===== src/logic/key_pkg.sv =====
// Key input definitions: digit code width and operator key codes
package key_pkg;

    // Width of one decimal digit code
    parameter int KEY_W = 4;

    typedef enum logic [2:0] {
        OP_NONE = 3'd0,
        OP_NEG  = 3'd1,
        OP_ADD  = 3'd2,
        OP_SUB  = 3'd3,
        OP_MUL  = 3'd4
    } op_t;

endpackage


===== src/logic/calc_pkg.sv =====
// Computation definitions: store commands, arithmetic select, operand select, digit base
package calc_pkg;

    // Operand store commands
    typedef enum logic [2:0] {
        ST_NONE,
        ST_NEG,
        ST_LOAD_PRODUCT,
        ST_ADD_DIGIT,
        ST_CLEAR
    } store_cmd_t;

    typedef enum logic {
        OPND_A,
        OPND_B
    } opnd_sel_t;

    typedef enum logic {
        ARITH_ADD,
        ARITH_SUB
    } arith_t;

    // Each entered digit shifts the operand by one decimal place
    parameter int DIGIT_BASE = 10;

endpackage


===== src/logic/key_capture.sv =====
// Key front end holding one pending digit, operator or equals key for the sequencer
`timescale 1ns/1ns

module key_capture (
    input  logic                     clk,
    input  logic                     nRST,
    input  logic                     key_strobe,
    input  logic [key_pkg::KEY_W-1:0] key_digit,
    input  logic                     op_strobe,
    input  key_pkg::op_t             op_code,
    input  logic                     eq_strobe,
    input  logic                     key_read,
    input  logic                     seq_idle,
    output logic                     digit_pending,
    output logic [key_pkg::KEY_W-1:0] digit,
    output logic                     op_pending,
    output key_pkg::op_t             op,
    output logic                     eq_pending,
    output logic                     key_busy
);

    logic any_pending;

    assign any_pending = digit_pending | op_pending | eq_pending;
    // Busy covers the pending key and the whole action it started
    assign key_busy = any_pending | ~seq_idle;

    always_ff @(posedge clk or negedge nRST) begin
        if (!nRST) begin
            digit_pending <= 1'b0;
            op_pending    <= 1'b0;
            eq_pending    <= 1'b0;
        end else if (key_read) begin
            digit_pending <= 1'b0;
            op_pending    <= 1'b0;
            eq_pending    <= 1'b0;
        end else if (!key_busy) begin
            digit_pending <= key_strobe;
            op_pending    <= op_strobe;
            eq_pending    <= eq_strobe;
        end
    end

    always_ff @(posedge clk) begin
        if (!key_busy && key_strobe) begin
            digit <= key_digit;
        end
        if (!key_busy && op_strobe) begin
            op <= op_code;
        end
    end

    a_read_has_key: assert property (@(posedge clk) disable iff (!nRST)
        key_read |-> any_pending);

endmodule


===== src/logic/operand_store.sv =====
// Two sign-magnitude operand registers updated by sequencer commands
`timescale 1ns/1ns

module operand_store #(
    parameter int NUM_W = 16
) (
    input  logic                      clk,
    input  logic                      nRST,
    input  calc_pkg::store_cmd_t      store_cmd,
    input  calc_pkg::opnd_sel_t       store_sel,
    input  logic [key_pkg::KEY_W-1:0] digit,
    input  logic [NUM_W-1:0]          product,
    output logic [NUM_W-1:0]          operand_a,
    output logic [NUM_W-1:0]          operand_b
);

    localparam int MAG_W = NUM_W - 1;

    function automatic logic [NUM_W-1:0] apply_cmd(input logic [NUM_W-1:0] cur);
        logic [MAG_W-1:0] mag_sum;
        mag_sum = cur[MAG_W-1:0] + MAG_W'(digit);
        case (store_cmd)
            calc_pkg::ST_NEG:
                apply_cmd = {~cur[NUM_W-1], cur[MAG_W-1:0]};
            // Product sign is ignored, the operand keeps its own
            calc_pkg::ST_LOAD_PRODUCT:
                apply_cmd = {cur[NUM_W-1], product[MAG_W-1:0]};
            calc_pkg::ST_ADD_DIGIT:
                apply_cmd = {cur[NUM_W-1], mag_sum};
            default:
                apply_cmd = cur;
        endcase
    endfunction

    always_ff @(posedge clk or negedge nRST) begin
        if (!nRST) begin
            operand_a <= '0;
            operand_b <= '0;
        end else if (store_cmd == calc_pkg::ST_CLEAR) begin
            operand_a <= '0;
            operand_b <= '0;
        end else if (store_sel == calc_pkg::OPND_A) begin
            operand_a <= apply_cmd(operand_a);
        end else begin
            operand_b <= apply_cmd(operand_b);
        end
    end

endmodule


===== src/logic/calc_sequencer.sv =====
// Calculator FSM for digit entry, operator latching, arithmetic start and result display
`timescale 1ns/1ns

module calc_sequencer #(
    parameter int NUM_W = 16
) (
    input  logic                      clk,
    input  logic                      nRST,
    input  logic                      digit_pending,
    input  logic [key_pkg::KEY_W-1:0] digit,
    input  logic                      op_pending,
    input  key_pkg::op_t              op,
    input  logic                      eq_pending,
    output logic                      key_read,
    output logic                      seq_idle,
    output calc_pkg::store_cmd_t      store_cmd,
    output calc_pkg::opnd_sel_t       store_sel,
    output logic [key_pkg::KEY_W-1:0] latched_digit,
    input  logic [NUM_W-1:0]          operand_a,
    input  logic [NUM_W-1:0]          operand_b,
    output logic                      start_addsub,
    output calc_pkg::arith_t          arith,
    output logic [NUM_W-1:0]          addsub_in_a,
    output logic [NUM_W-1:0]          addsub_in_b,
    input  logic                      addsub_finish,
    input  logic [NUM_W-1:0]          addsub_out,
    output logic                      start_mult,
    output logic [NUM_W-1:0]          mult_a,
    output logic [NUM_W-1:0]          mult_b,
    input  logic                      mult_finish,
    input  logic [NUM_W-1:0]          mult_out,
    output logic                      complete,
    output logic [NUM_W-1:0]          display_output
);

    typedef enum logic [3:0] {
        ENTER_A, MUL_A, ADD_DIGIT_A,
        ENTER_B, MUL_B, ADD_DIGIT_B,
        COMPUTE_START, COMPUTE_WAIT, SHOW_RESULT
    } state_t;

    state_t       state;
    key_pkg::op_t latched_op;
    logic         key_new;
    logic         is_mul;

    // A key stays pending for one cycle after key_read, so skip it then
    assign key_new  = (digit_pending | op_pending | eq_pending) & ~key_read;
    assign seq_idle = state inside {ENTER_A, ENTER_B};
    assign store_sel = (state inside {ENTER_B, MUL_B, ADD_DIGIT_B}) ?
                       calc_pkg::OPND_B : calc_pkg::OPND_A;
    assign is_mul = (latched_op == key_pkg::OP_MUL);

    assign arith = (latched_op == key_pkg::OP_SUB) ? calc_pkg::ARITH_SUB : calc_pkg::ARITH_ADD;
    assign addsub_in_a = operand_a;
    assign addsub_in_b = operand_b;
    // Multiplier is shared between digit entry and the final product
    assign mult_a = (state == MUL_B) ? operand_b : operand_a;
    assign mult_b = (state inside {MUL_A, MUL_B}) ? NUM_W'(calc_pkg::DIGIT_BASE) : operand_b;

    always_comb begin
        store_cmd = calc_pkg::ST_NONE;
        case (state)
            ENTER_A, ENTER_B: begin
                if (key_new && op_pending && op == key_pkg::OP_NEG) begin
                    store_cmd = calc_pkg::ST_NEG;
                end else if (key_new && eq_pending && state == ENTER_A) begin
                    // Stray equals drops the partial entry
                    store_cmd = calc_pkg::ST_CLEAR;
                end
            end
            MUL_A, MUL_B: begin
                if (mult_finish) begin
                    store_cmd = calc_pkg::ST_LOAD_PRODUCT;
                end
            end
            ADD_DIGIT_A, ADD_DIGIT_B: store_cmd = calc_pkg::ST_ADD_DIGIT;
            SHOW_RESULT:              store_cmd = calc_pkg::ST_CLEAR;
            default:                  store_cmd = calc_pkg::ST_NONE;
        endcase
    end

    always_ff @(posedge clk or negedge nRST) begin
        if (!nRST) begin
            state          <= ENTER_A;
            latched_op     <= key_pkg::OP_NONE;
            key_read       <= 1'b0;
            start_addsub   <= 1'b0;
            start_mult     <= 1'b0;
            complete       <= 1'b0;
            display_output <= '0;
        end else begin
            key_read     <= 1'b0;
            start_addsub <= 1'b0;
            start_mult   <= 1'b0;
            complete     <= 1'b0;
            case (state)
                ENTER_A, ENTER_B: begin
                    if (key_new) begin
                        key_read <= 1'b1;
                    end
                    if (key_new && digit_pending) begin
                        start_mult <= 1'b1;
                        state      <= (state == ENTER_A) ? MUL_A : MUL_B;
                    end else if (key_new && eq_pending && state == ENTER_B) begin
                        state <= COMPUTE_START;
                    end else if (key_new && op_pending && state == ENTER_A &&
                                 op inside {key_pkg::OP_ADD, key_pkg::OP_SUB,
                                            key_pkg::OP_MUL}) begin
                        latched_op <= op;
                        state      <= ENTER_B;
                    end
                end
                MUL_A: if (mult_finish) state <= ADD_DIGIT_A;
                MUL_B: if (mult_finish) state <= ADD_DIGIT_B;
                ADD_DIGIT_A: state <= ENTER_A;
                ADD_DIGIT_B: state <= ENTER_B;
                COMPUTE_START: begin
                    start_mult   <= is_mul;
                    start_addsub <= ~is_mul;
                    state        <= COMPUTE_WAIT;
                end
                COMPUTE_WAIT: begin
                    if (addsub_finish || mult_finish) begin
                        display_output <= is_mul ? mult_out : addsub_out;
                        complete       <= 1'b1;
                        state          <= SHOW_RESULT;
                    end
                end
                SHOW_RESULT: begin
                    latched_op <= key_pkg::OP_NONE;
                    state      <= ENTER_A;
                end
                default: state <= ENTER_A;
            endcase
        end
    end

    always_ff @(posedge clk) begin
        if (seq_idle && key_new && digit_pending) begin
            latched_digit <= digit;
        end
    end

    a_complete_pulse: assert property (@(posedge clk) disable iff (!nRST)
        complete |=> !complete);

endmodule


===== src/logic/addsub_unit.sv =====
// Two-cycle sign-magnitude adder/subtractor
`timescale 1ns/1ns

module addsub_unit #(
    parameter int NUM_W = 16
) (
    input  logic             clk,
    input  logic             nRST,
    input  logic             start,
    input  calc_pkg::arith_t arith,
    input  logic [NUM_W-1:0] in_a,
    input  logic [NUM_W-1:0] in_b,
    output logic [NUM_W-1:0] out,
    output logic             finish
);

    localparam int MAG_W = NUM_W - 1;

    logic             sign_b;
    logic             a_ge_b;
    logic             stage1;
    logic             same_sign;
    logic             sign_big;
    logic [MAG_W-1:0] mag_big;
    logic [MAG_W-1:0] mag_small;
    logic [MAG_W-1:0] mag_res;

    // Subtraction is addition with the second sign flipped
    assign sign_b = in_b[NUM_W-1] ^ (arith == calc_pkg::ARITH_SUB);
    assign a_ge_b = in_a[MAG_W-1:0] >= in_b[MAG_W-1:0];
    assign mag_res = same_sign ? mag_big + mag_small : mag_big - mag_small;

    always_ff @(posedge clk or negedge nRST) begin
        if (!nRST) begin
            stage1 <= 1'b0;
            finish <= 1'b0;
        end else begin
            stage1 <= start;
            finish <= stage1;
        end
    end

    // Compare on the start edge, form the result on the next
    always_ff @(posedge clk) begin
        if (start) begin
            same_sign <= (in_a[NUM_W-1] == sign_b);
            sign_big  <= a_ge_b ? in_a[NUM_W-1] : sign_b;
            mag_big   <= a_ge_b ? in_a[MAG_W-1:0] : in_b[MAG_W-1:0];
            mag_small <= a_ge_b ? in_b[MAG_W-1:0] : in_a[MAG_W-1:0];
        end
        if (stage1) begin
            out <= {sign_big & (|mag_res), mag_res};
        end
    end

endmodule


===== src/logic/shift_multiplier.sv =====
// Iterative shift-add sign-magnitude multiplier
`timescale 1ns/1ns

module shift_multiplier #(
    parameter int NUM_W = 16
) (
    input  logic             clk,
    input  logic             nRST,
    input  logic             start,
    input  logic [NUM_W-1:0] in_a,
    input  logic [NUM_W-1:0] in_b,
    output logic [NUM_W-1:0] out,
    output logic             finish
);

    localparam int MAG_W = NUM_W - 1;
    localparam int CNT_W = $clog2(NUM_W);

    typedef enum logic {IDLE, RUN} mstate_t;

    mstate_t          state;
    logic [CNT_W-1:0] count;
    logic [MAG_W-1:0] mcand;
    logic [MAG_W-1:0] mplier;
    logic [MAG_W-1:0] acc;
    logic [MAG_W-1:0] acc_next;
    logic             sign;

    // High product bits fall off, giving the magnitude wrap
    assign acc_next = mplier[0] ? acc + mcand : acc;

    always_ff @(posedge clk or negedge nRST) begin
        if (!nRST) begin
            state  <= IDLE;
            count  <= '0;
            finish <= 1'b0;
        end else begin
            finish <= 1'b0;
            if (state == IDLE && start) begin
                state <= RUN;
                count <= '0;
            end else if (state == RUN) begin
                count <= count + 1'b1;
                if (count == CNT_W'(MAG_W - 1)) begin
                    state  <= IDLE;
                    finish <= 1'b1;
                end
            end
        end
    end

    always_ff @(posedge clk) begin
        if (state == IDLE && start) begin
            mcand  <= in_a[MAG_W-1:0];
            mplier <= in_b[MAG_W-1:0];
            acc    <= '0;
            sign   <= in_a[NUM_W-1] ^ in_b[NUM_W-1];
        end else if (state == RUN) begin
            acc    <= acc_next;
            mcand  <= mcand << 1;
            mplier <= mplier >> 1;
            if (count == CNT_W'(MAG_W - 1)) begin
                out <= {sign & (|acc_next), acc_next};
            end
        end
    end

    a_no_restart: assert property (@(posedge clk) disable iff (!nRST)
        start |-> state == IDLE);

endmodule


===== src/logic/calc_top.sv =====
// Keypad calculator core top level
`timescale 1ns/1ns

module calc_top #(
    parameter int NUM_W = 16
) (
    input  logic                      clk,
    input  logic                      nRST,
    input  logic                      key_strobe,
    input  logic [key_pkg::KEY_W-1:0] key_digit,
    input  logic                      op_strobe,
    input  key_pkg::op_t              op_code,
    input  logic                      eq_strobe,
    output logic                      key_busy,
    output logic                      complete,
    output logic [NUM_W-1:0]          display_output
);

    logic                      digit_pending;
    logic                      op_pending;
    logic                      eq_pending;
    logic [key_pkg::KEY_W-1:0] digit;
    key_pkg::op_t              op;
    logic                      key_read;
    logic                      seq_idle;
    calc_pkg::store_cmd_t      store_cmd;
    calc_pkg::opnd_sel_t       store_sel;
    logic [key_pkg::KEY_W-1:0] latched_digit;
    logic [NUM_W-1:0]          operand_a;
    logic [NUM_W-1:0]          operand_b;
    logic                      start_addsub;
    calc_pkg::arith_t          arith;
    logic [NUM_W-1:0]          addsub_in_a;
    logic [NUM_W-1:0]          addsub_in_b;
    logic                      addsub_finish;
    logic [NUM_W-1:0]          addsub_out;
    logic                      start_mult;
    logic [NUM_W-1:0]          mult_a;
    logic [NUM_W-1:0]          mult_b;
    logic                      mult_finish;
    logic [NUM_W-1:0]          mult_out;

    key_capture u_capture (
        .clk(clk), .nRST(nRST),
        .key_strobe(key_strobe), .key_digit(key_digit),
        .op_strobe(op_strobe), .op_code(op_code), .eq_strobe(eq_strobe),
        .key_read(key_read), .seq_idle(seq_idle),
        .digit_pending(digit_pending), .digit(digit),
        .op_pending(op_pending), .op(op), .eq_pending(eq_pending),
        .key_busy(key_busy)
    );

    calc_sequencer #(.NUM_W(NUM_W)) u_sequencer (
        .clk(clk), .nRST(nRST),
        .digit_pending(digit_pending), .digit(digit),
        .op_pending(op_pending), .op(op), .eq_pending(eq_pending),
        .key_read(key_read), .seq_idle(seq_idle),
        .store_cmd(store_cmd), .store_sel(store_sel), .latched_digit(latched_digit),
        .operand_a(operand_a), .operand_b(operand_b),
        .start_addsub(start_addsub), .arith(arith),
        .addsub_in_a(addsub_in_a), .addsub_in_b(addsub_in_b),
        .addsub_finish(addsub_finish), .addsub_out(addsub_out),
        .start_mult(start_mult), .mult_a(mult_a), .mult_b(mult_b),
        .mult_finish(mult_finish), .mult_out(mult_out),
        .complete(complete), .display_output(display_output)
    );

    operand_store #(.NUM_W(NUM_W)) u_store (
        .clk(clk), .nRST(nRST),
        .store_cmd(store_cmd), .store_sel(store_sel),
        .digit(latched_digit), .product(mult_out),
        .operand_a(operand_a), .operand_b(operand_b)
    );

    addsub_unit #(.NUM_W(NUM_W)) u_addsub (
        .clk(clk), .nRST(nRST),
        .start(start_addsub), .arith(arith),
        .in_a(addsub_in_a), .in_b(addsub_in_b),
        .out(addsub_out), .finish(addsub_finish)
    );

    shift_multiplier #(.NUM_W(NUM_W)) u_mult (
        .clk(clk), .nRST(nRST),
        .start(start_mult), .in_a(mult_a), .in_b(mult_b),
        .out(mult_out), .finish(mult_finish)
    );

endmodule


===== config.mk =====
export PLATFORM = sky130hd
export DESIGN_NAME = calc_top
export DESIGN_NICKNAME = d
export VERILOG_FILES = /design/src/logic/key_pkg.sv /design/src/logic/calc_pkg.sv /design/src/logic/key_capture.sv /design/src/logic/operand_store.sv /design/src/logic/calc_sequencer.sv /design/src/logic/addsub_unit.sv /design/src/logic/shift_multiplier.sv /design/src/logic/calc_top.sv
export SDC_FILE = /design/constraint.sdc
export NUM_CORES = 1
export LEC_CHECK = 0
export BUFFER_PORTS_ARGS = -buffer_cell sky130_fd_sc_hd__buf_2
export CAP_MARGIN = 20
export CELL_PAD_IN_SITES_DETAIL_PLACEMENT = 0
export CELL_PAD_IN_SITES_GLOBAL_PLACEMENT = 1
export CORE_ASPECT_RATIO = 0.6
export CORE_MARGIN = 2
export CORE_UTILIZATION = 30
export DETAILED_ROUTE_END_ITERATION = 8
export PLACE_DENSITY_LB_ADDON = 0.12
export SYNTH_ARGS = -nofsm -noshare
export SYNTH_HDL_FRONTEND = slang
export SYNTH_SLANG_ARGS = --single-unit
export TNS_END_PERCENT = 100

===== constraint.sdc =====
create_clock -name clk -period 3.37 [get_ports clk]
set_input_delay 0.5055 -clock clk [delete_from_list [all_inputs] [get_ports clk]]
set_output_delay 0.5055 -clock clk [all_outputs]
set_load 0.05 [all_outputs]

==> run_results.csv, run 1 <==
group,metric,value,unit
die,die-area,37300,um2
route,vias_per_cell,4.96,
die,rows,53,
power_and_ir_drop,p_leak,5.31,nW
worst_setup_path,cp_cell_sequence,"buf_6 -> nor2_4 -> a21oi_2 -> xor2_1 -> ha_1 -> o21a_1 -> o31ai_4 -> a21boi_2 -> nor4b_2 -> buf_4 -> or4b_4 -> or4_4 -> o41a_1",
grt,antenna_found_initial,0,
worst_setup_path,slowest_delay,0.47,ns
grt,busiest_layer,"met1",
power_and_ir_drop,p_sw,5.82,mW
timing,fin_ws,-0.322,ns
timing,rsz0062_at_grt,"true",
timing,finalHoldViolCount,0,
synthesis,yosys.area_share.simple,0.133,
die,die_w,248,um
cells_and_area,final_core_util,0.372,
power_and_ir_drop,power_density,1050,nW/um2
clock_network,cts-htree-levels,4,
route,drt-pass1-iter-count,5,
worst_setup_path,required,3.58,ns
worst_setup_path,cp-end-kind,"flip-flop",
grt,grt_pass1_wl,49.4,mm
synthesis,synth_area,10700,um2
min_path,worstHoldPathType,"in -> async",
cells_and_area,layoutNonFillerInstCount,1637,
cells_and_area,multiInputGateArea,5460,um2
route,first_iter_violations,618,
cells_and_area,layout.nets,1231,
worst_setup_path,cp.arrival,3.90,ns
worst_setup_path,startpoint_type,"flip-flop",
place,dp.cells,1596,
timing,skew,0.0125,ns
route,wl_per_cell,19.6,um
clock_network,cts_buffer_depth,2,
cells_and_area,layout-drive-gt1-share,0.230,
grt,use_met1,0.303,
place,io_buffers,29,
timing,finalMaxSlewViolations,0,
place,hpwl,24.1,mm
route,final_antenna_net_count,0,
route,drc,0,
grt,use_met2,0.227,
synthesis,synth_top_family_by_area,"compound AO/OA/AOI/OAI gates",
grt,grt_max_degree,52,
clock_network,root_buffer,"clkbuf_16",
die,die_h,150,um
die,start_util,0.305,
synthesis,synth_edf_count,106,
timing,period_share,1.10,
cells_and_area,area_growth_syn_to_layout,21.8,%
cells_and_area,register_area,5240,um2
worst_setup_path,path_class,"reg -> reg",
place,routabilityCongestion,0.812,
run_status,violations,"setup timing",
timing,relSlewSlack,0.384,
worst_setup_path,slowest_stage,"edfxtp_1",
synthesis,yosysSeqAreaShare,0.489,
synthesis,syn_nets,1109,
synthesis,netlist_instances,1035,
timing,worst_pin_slew,0.924,ns
run_status,outcome,"complete, but fails checks",
synthesis,synth_compound_area_frac,0.158,
synthesis,synth_common_cells,"115 x o21ai_0, 106 x edfxtp_1, 96 x nand2_1",
synthesis,post-synth-top-count-cell,"o21ai_0",
synthesis,synthTopCellsByArea,"edfxtp_1 30%, dfrtp_1 16%, ha_1 6.8%",
clock_network,cts_buffers,17,
synthesis,ys_warn_count,0,
clock_network,cts_tree,"done",
synthesis,synthAdderAreaFrac,0.0752,
synthesis,synthMuxAreaShare,0.0733,
timing,fin_hold_ws,0.130,ns
synthesis,synth-xor-area-share,0.0409,
grt,grt.met3_usage,0.0303,
synthesis,yosysTopAreaCell,"edfxtp_1",
timing,setup_violations,2,
die,ioPinCount,30,
timing,clock.fmax,0.271,GHz
synthesis,synth_seq_cells,191,
cells_and_area,fillCellCount,3481,
place,dp_slack,-0.569,ns
synthesis,avgSynthCellArea,10.4,um2
power_and_ir_drop,seqPwrFrac,0.296,
grt,grt_overflow_total,0,
grt,grt_pass1_vias,7817,
route,wl,32.1,mm
synthesis,synth_ff_type,"edfxtp_1",
clock_network,clock_sinks,191,
power_and_ir_drop,vdd_ir_drop_max,1.37,mV
power_and_ir_drop,intPower,7.93,mW
synthesis,yosys.cell_types.count,65,
worst_setup_path,crit_path_max_fanout,4,
run,drv_cap,0,
die,core_area,35100,um2
grt,grt_use_total,0.179,
power_and_ir_drop,combinationalPowerShare,0.555,
cells_and_area,antenna_cells,0,
clock_network,clk_latency,0.45,ns
timing,fin_crit,3.69,ns
synthesis,synth_top_area_share,0.297,
synthesis,async_reset_ff_frac,0.366,
clock_network,clkTransAtPathRegs,0.08,ns
power_and_ir_drop,clock_power_share,0.148,
route,vias,8115,
power_and_ir_drop,sw_frac_of_total,0.423,
cells in the final DEF (no fill, tap or decap), types with 5 or more instances in the layout:
cell type  instances
a21o_1            20
a21oi_1           48
a21oi_2            6
a22o_1            11
a22oi_1           14
a31oi_1           10
and2_1             7
and3_1             9
buf_2             28
buf_4            112
clkbuf_16         17
dfrtp_1           70
dfxtp_1           15
edfxtp_1         106
ha_1              51
ha_4               7
inv_1             44
inv_6              5
mux2_2            38
mux2i_1           32
nand2_1           95
nand2b_1           9
nand3_1           25
nand4_1            9
nor2_1            67
nor2b_1           11
nor3_1            17
nor3_2             6
nor4_1             5
o21a_1             8
o21ai_0          115
o31ai_1            5
or3_1              5
xnor2_1           28
xor2_1            20
metrics by stage:
step / instance area, um2 / TNS, ns / power, mW
floorplan: 10800 / -0.0754 / 8.65
global placement: 12200 / -0.801 / 11.4
detailed placement: 12200 / -0.877 / 11.4
CTS: 12900 / -0.535 / 13.7
global route: 13100 / -0.770 / 14.8
finish: 13100 / -0.521 / 13.8
flip-flops by register name, indices dropped and copies added (netlist names), 15 cells and up:
signal and count:
u_store.operand_b 16, u_mult.mcand 15, u_mult.out 16, u_addsub.mag_big 15
u_mult.acc 15, u_addsub.mag_small 15, u_sequencer.display_output 16, u_mult.mplier 15
u_addsub.out 16, u_store.operand_a 16
area by class of cell:
class	count	area share
Multi-Input combinational cell	758	0.418
Sequential cell	191	0.401
Timing Repair Buffer	145	0.0801
Tap cell	467	0.0448
Clock buffer	18	0.0336
Inverter	44	0.0127
Clock inverter	14	0.00939
worst max-delay path: cells and delay by family (launching register included):
kind / cells / cell delay [ns]
buffers and inverters: 2 / 0.33
AO/OA/AOI/OAI: 5 / 0.86
XOR/XNOR: 1 / 0.14
flip-flops: 1 / 0.47
AND/OR/NAND/NOR: 4 / 1.31
adder cells (fa/ha/maj): 1 / 0.34
power by group through the flow:
stage	clock network, mW	registers, mW	logic, mW
floorplan	0	4.16	4.48
global placement	0	4.11	7.33
detailed placement	0	4.11	7.33
CTS	2.10	4.08	7.53
global route	2.20	4.17	8.41
finish	2.04	4.07	7.64
timing repair:
item / CTS / global route
endpoints found under the setup margin: 3 / 24
hold buffers: 0 / 0
buffers inserted: 3 / 7
gates resized for setup: 21 / 26
pin swaps: 16 / 23
endpoints found under the hold margin: 0 / 0
cells by family after synthesis:
family          count (synthesis)
mux                            73
flops                         191
compound gates                275
simple gates                  298
fa+ha+maj                      62
buf+inv                        86
xor+xnor                       50
worst paths after layout:
check                                       from                             to  slack, ns  cells after the start
max                        u_addsub.mag_small[2]               u_addsub.out[15]      -0.32                     13
min                                         nRST           u_capture.eq_pending       0.13                      1
max reg2reg                u_addsub.mag_small[2]               u_addsub.out[15]      -0.32                     13
min reg2reg                   u_capture.digit[1]   u_sequencer.latched_digit[1]       0.44                      0
max in group asynchronous                   nRST  u_sequencer.display_output[7]       2.50                      2
min in group clk                    key_digit[3]             u_capture.digit[3]       0.22                      1
layer usage:
metal	share of wire	wire length (um)
met3	0.033	1070
met2	0.36	11600
met1	0.60	19100
met4	0.0082	263
met5	0	0
(Power assumes the default switching activity.)
==> run 2: changes to the inputs <==
--- a/config.mk
+++ b/config.mk
@@ -10,8 +10,9 @@
 export CELL_PAD_IN_SITES_DETAIL_PLACEMENT = 0
 export CELL_PAD_IN_SITES_GLOBAL_PLACEMENT = 1
 export CORE_ASPECT_RATIO = 0.6
-export CORE_MARGIN = 2
+export CORE_MARGIN = 8
 export CORE_UTILIZATION = 30
+export CTS_BUF_LIST = sky130_fd_sc_hd__clkbuf_8
 export DETAILED_ROUTE_END_ITERATION = 8
 export PLACE_DENSITY_LB_ADDON = 0.12
 export SYNTH_ARGS = -nofsm -noshare
==> run_results.csv, run 2 (synthesis gave the netlist of run 1 again) <==
group,metric,value,unit
clock_network,root_buffer,"clkbuf_8",
cells_and_area,final_core_util,0.366,
route,drc,0,
timing,finalMaxSlewViolations,0,
clock_network,cts-htree-levels,4,
place,io_buffers,29,
grt,grt_pass1_wl,50.4,mm
worst_setup_path,startpoint_type,"flip-flop",
worst_setup_path,cp_cell_sequence,"ha_1 -> a21o_1 -> a2111oi_4 -> xnor2_1 -> mux2_4 -> or4_4 -> a2111o_1 -> or4_4 -> o41a_1",
worst_setup_path,cp-end-kind,"flip-flop",
cells_and_area,layoutNonFillerInstCount,1641,
route,vias_per_cell,4.96,
die,start_util,0.305,
worst_setup_path,crit_top_cell,"or4_4",
die,rows,53,
grt,grt_overflow_total,0,
worst_setup_path,cp.arrival,3.88,ns
cells_and_area,layout.nets,1234,
timing,tns,-0.563,ns
power_and_ir_drop,vdd_ir_drop_max,1.57,mV
timing,fin_crit,3.66,ns
cells_and_area,design_area,12900,um2
worst_setup_path,path_class,"reg -> reg",
timing,period_share,1.09,
place,routabilityCongestion,0.819,
die,core_area,35100,um2
place,place_area,12200,um2
place,hpwl,24.5,mm
route,vias,8144,
worst_setup_path,crit_path_max_fanout,3,
grt,antenna_found_initial,1,
clock_network,clock_sinks,191,
route,drt-pass1-iter-count,5,
clock_network,cts_buffers,17,
grt,grt_use_total,0.157,
power_and_ir_drop,p_leak,5.23,nW
run,drv_cap,0,
route,first_iter_violations,553,
timing,relSlewSlack,0.352,
die,die_w,260,um
timing,worst_pin_slew,0.972,ns
cells_and_area,final_cell_mix,"118 x buf_4, 115 x o21ai_0, 106 x edfxtp_1",
clock_network,clk_latency,0.50,ns
cells_and_area,layout-drive-gt1-share,0.230,
clock_network,clkTransAtPathRegs,0.11,ns
cells_and_area,layout_commonest_cell,"buf_4",
route,wl,32.6,mm
die,die-area,42200,um2
cells_and_area,area_growth_syn_to_layout,20.0,%
grt,grt_max_degree,55,
timing,skew,0.0150,ns
clock_network,cts_tree,"done",
run_status,violations,"setup timing",
worst_setup_path,required,3.60,ns
timing,finalHoldViolCount,0,
timing,rsz0062_at_grt,"true",
route,wl_per_cell,19.9,um
timing,fin_ws,-0.289,ns
run_status,outcome,"complete, but fails checks",
worst_setup_path,reg2reg_slack,-0.29,ns
place,dp.cells,1601,
grt,grt_pass1_vias,8048,
power_and_ir_drop,power_density,1040,nW/um2
clock_network,ctsHoldBuffers,0,
clock_network,cts_buffer_depth,2,
timing,clock.fmax,0.273,GHz
worst_setup_path,slowest_stage,"or4_4",
min_path,worstHoldPathType,"in -> async",
place,dp_slack,-0.432,ns
route,final_antenna_net_count,0,
die,die_h,162,um
worst_setup_path,slowest_delay,0.50,ns
die,ioPinCount,30,
timing,setup_violations,2,
run 2: cell types whose count changed in the layout (fill, tap and decap cells not counted), moves of 2 or more:
| cell | before | now |
|---|---|---|
| clkbuf_8 | 1 | 17 |
| a21oi_2 | 6 | 8 |
| ha_4 | 7 | 4 |
| nor2_4 | 2 | 0 |
| clkbuf_16 | 17 | 0 |
| buf_6 | 4 | 1 |
| ha_1 | 51 | 53 |
| buf_4 | 112 | 118 |
| bufinv_16 | 0 | 2 |
run 2: path summary, 6_finish.rpt:
| check | from | end | cells past startpoint |
|---|---|---|---|
| max | u_mult.mcand[1] | u_mult.out[15] | 9 |
| min | nRST | u_store.operand_a[0] | 1 |
| max reg2reg | u_mult.mcand[1] | u_mult.out[15] | 9 |
| min reg2reg | u_capture.digit[2] | u_sequencer.latched_digit[2] | 0 |
| max in group asynchronous | nRST | u_sequencer.state[2] | 2 |
| min in group clk | op_code[0] | u_capture.op[0] | 1 |
run 2: routing by layer:
metal | share of wire | global-route usage
met1 | 0.58 | 0.259
met5 | 0 | 0
met3 | 0.048 | 0.0339
met2 | 0.37 | 0.200
met4 | 0.0095 | 0.0269
run 2: layout make-up:
class	instances	area (um2)
clock inverters	15	173
well taps	467	584
inverters	44	165
repair buffers	148	1060
flip-flops and latches	191	5240
multi-input cells	758	5400
fillers	3510	22200
clock buffers	17	234
diodes	1	2.50
run 2: stage by stage:
step           hold WS (ns)  power [mW]
3_5_place_dp          0.417        11.5
4_1_cts               0.119        13.4
6_report              0.139        13.4
3_3_place_gp          0.424        11.5
5_1_grt               0.131        14.4
2_1_floorplan         0.210        8.65
run 2: repair_timing:
item / CTS / global route
pin swaps: 18 / 5
setup buffers: 5 / 2
gates resized for setup: 13 / 22
endpoints found under the setup margin: 3 / 36
run 2: worst max-delay path: cells and delay by family (launching register included):
family / cells / cell delay [ns]
and+or+nand+nor: 2 / 0.92
muxes: 1 / 0.27
adders and majority gates: 1 / 0.29
AOI/OAI and AO/OA: 4 / 1.35
xor gates and xnor gates: 1 / 0.10
DFF: 1 / 0.44
run 2: where the power goes:
part | switching [mW] | internal, mW | total, mW
logic | 4.21 | 3.48 | 7.69
registers | 0.594 | 3.46 | 4.05
clock network | 0.965 | 0.683 | 1.65
==> run 3: changes to the inputs <==
--- a/config.mk
+++ b/config.mk
@@ -15,6 +15,7 @@
 export CTS_BUF_LIST = sky130_fd_sc_hd__clkbuf_8
 export DETAILED_ROUTE_END_ITERATION = 8
 export PLACE_DENSITY_LB_ADDON = 0.12
+export SETUP_SLACK_MARGIN = 0.15
 export SYNTH_ARGS = -nofsm -noshare
 export SYNTH_HDL_FRONTEND = slang
 export SYNTH_SLANG_ARGS = --single-unit
==> run_results.csv, run 3 (synthesis gave the netlist of run 1 again) <==
group,metric,value,unit
grt,grt_overflow_total,0,
grt,antenna_found_initial,0,
worst_setup_path,reg2reg_depth,14,
cells_and_area,layout-drive-gt1-share,0.226,
run_status,outcome,"complete, but fails checks",
timing,finalHoldViolCount,0,
cells_and_area,layoutNonFillerInstCount,1633,
worst_setup_path,cp.arrival,3.99,ns
grt,grt_max_degree,58,
place,io_buffers,29,
clock_network,clk_latency,0.51,ns
route,wl,32.0,mm
grt,grt_pass1_vias,7919,
cells_and_area,design_area,12800,um2
timing,relSlewSlack,0.359,
cells_and_area,final_cell_mix,"115 x o21ai_0, 111 x buf_4, 106 x edfxtp_1",
timing,setup_violations,2,
die,start_util,0.305,
die,die_w,260,um
worst_setup_path,crit_path_max_fanout,4,
timing,period_share,1.10,
route,drt-pass1-iter-count,5,
timing,fin_crit,3.72,ns
worst_setup_path,critPathLaunch,"u_addsub.mag_small[1]",
worst_setup_path,reg2reg_slack,-0.35,ns
worst_setup_path,reg2reg_from,"u_addsub.mag_small[1]",
place,dp.cells,1598,
worst_setup_path,required,3.64,ns
run,drv_cap,0,
timing,fin_hold_ws,0.107,ns
clock_network,cts_buffer_depth,2,
cells_and_area,fillCellCount,3536,
power_and_ir_drop,p_leak,5.17,nW
place,dp_slack,-0.500,ns
power_and_ir_drop,power_density,1040,nW/um2
die,ioPinCount,30,
cells_and_area,final_core_util,0.364,
route,final_antenna_net_count,0,
timing,skew,0.0136,ns
die,die-area,42200,um2
timing,fin_ws,-0.352,ns
clock_network,cts_tree,"done",
place,hpwl,24.3,mm
route,vias,8055,
route,drc,0,
place,place_area,12200,um2
timing,worst_pin_slew,0.962,ns
cells_and_area,layout_commonest_cell,"o21ai_0",
timing,tns,-0.552,ns
timing,clock.fmax,0.269,GHz
clock_network,ctsHoldBuffers,0,
run_status,violations,"setup timing",
clock_network,cts-htree-levels,4,
worst_setup_path,path_class,"reg -> reg",
clock_network,clock_sinks,191,
cells_and_area,antenna_cells,0,
die,die_h,162,um
die,rows,53,
cells_and_area,layout.nets,1227,
clock_network,root_buffer,"clkbuf_8",
worst_setup_path,cp-end-kind,"flip-flop",
power_and_ir_drop,vdd_ir_drop_max,1.38,mV
clock_network,cts_buffers,17,
min_path,worstHoldPathType,"in -> async",
timing,rsz0062_at_grt,"true",
worst_setup_path,timing.rr.end,"u_addsub.out[15]",
route,wl_per_cell,19.6,um
route,vias_per_cell,4.93,
timing,finalMaxSlewViolations,0,
cells_and_area,area_growth_syn_to_layout,19.1,%
power_and_ir_drop,total_power,13.2,mW
grt,grt_use_total,0.153,
worst_setup_path,startpoint_type,"flip-flop",
grt,grt_pass1_wl,49.5,mm
die,core_area,35100,um2
place,routabilityCongestion,0.795,
clock_network,clkTransAtPathRegs,0.11,ns
route,first_iter_violations,645,
[run 3: cell count changes in the layout (fill, tap and decap cells not counted), sizes merged]
cell / previous run / this run
bufinv: 2 / 0
buf: 148 / 141
diode: 1 / 0
clkinv: 4 / 3
inv: 51 / 52
clkbuf: 17 / 18
clkinvlp: 2 / 3
[run 3: critical path: stages, from the launching register on]
cell,delay (ns)
edfxtp_1,0.40
inv_1,0.08
ha_2,0.20
nor2_1,0.06
xor2_1,0.14
ha_1,0.34
nor2b_2,0.19
o31ai_4,0.28
buf_4,0.19
nand2b_1,0.05
a21oi_1,0.17
xnor2_1,0.13
or4b_4,0.51
or4_1,0.41
o41a_1,0.32
[run 3: final cells by class]
cell class | count | area, um2 | area share
Sequential cell | 191 | 5240 | 0.410
Clock inverter | 14 | 123 | 0.00961
Inverter | 44 | 165 | 0.0129
Multi-Input combinational cell | 758 | 5400 | 0.423
Clock buffer | 18 | 248 | 0.0194
Timing Repair Buffer | 141 | 1000 | 0.0787
Tap cell | 467 | 584 | 0.0458
[run 3: worst max-delay path by stage]
stage / end / cells after the start
after floorplan: u_addsub.out[15] / 13
after global placement: u_addsub.out[15] / 14
after detailed placement: u_addsub.out[15] / 14
after CTS: u_addsub.out[15] / 14
after global routing: u_addsub.out[15] / 13
final: u_addsub.out[15] / 14
[run 3: repair_timing]
action | 4_1_cts | 5_1_grt
setup endpoints to repair | 5 | 36
resized for setup | 22 | 11
setup buffers | 2 | 1
pin swaps | 10 | 5
endpoints found under the hold margin | 0 | 0
gates cloned | 0 | 0
[run 3: report_power, final]
part           internal (mW)  switching, mW
Combinational           3.46           4.18
Sequential              3.46          0.610
Clock                  0.557          0.976
Total                   7.47           5.77
[run 3: routing by layer]
layer	vias up	track usage	part of all wire
met3	14	0.0297	0.037
met1	3884	0.257	0.59
met5	-	0	0
met2	136	0.194	0.37
met4	0	0.0281	0.0066
li1	4021	-	-
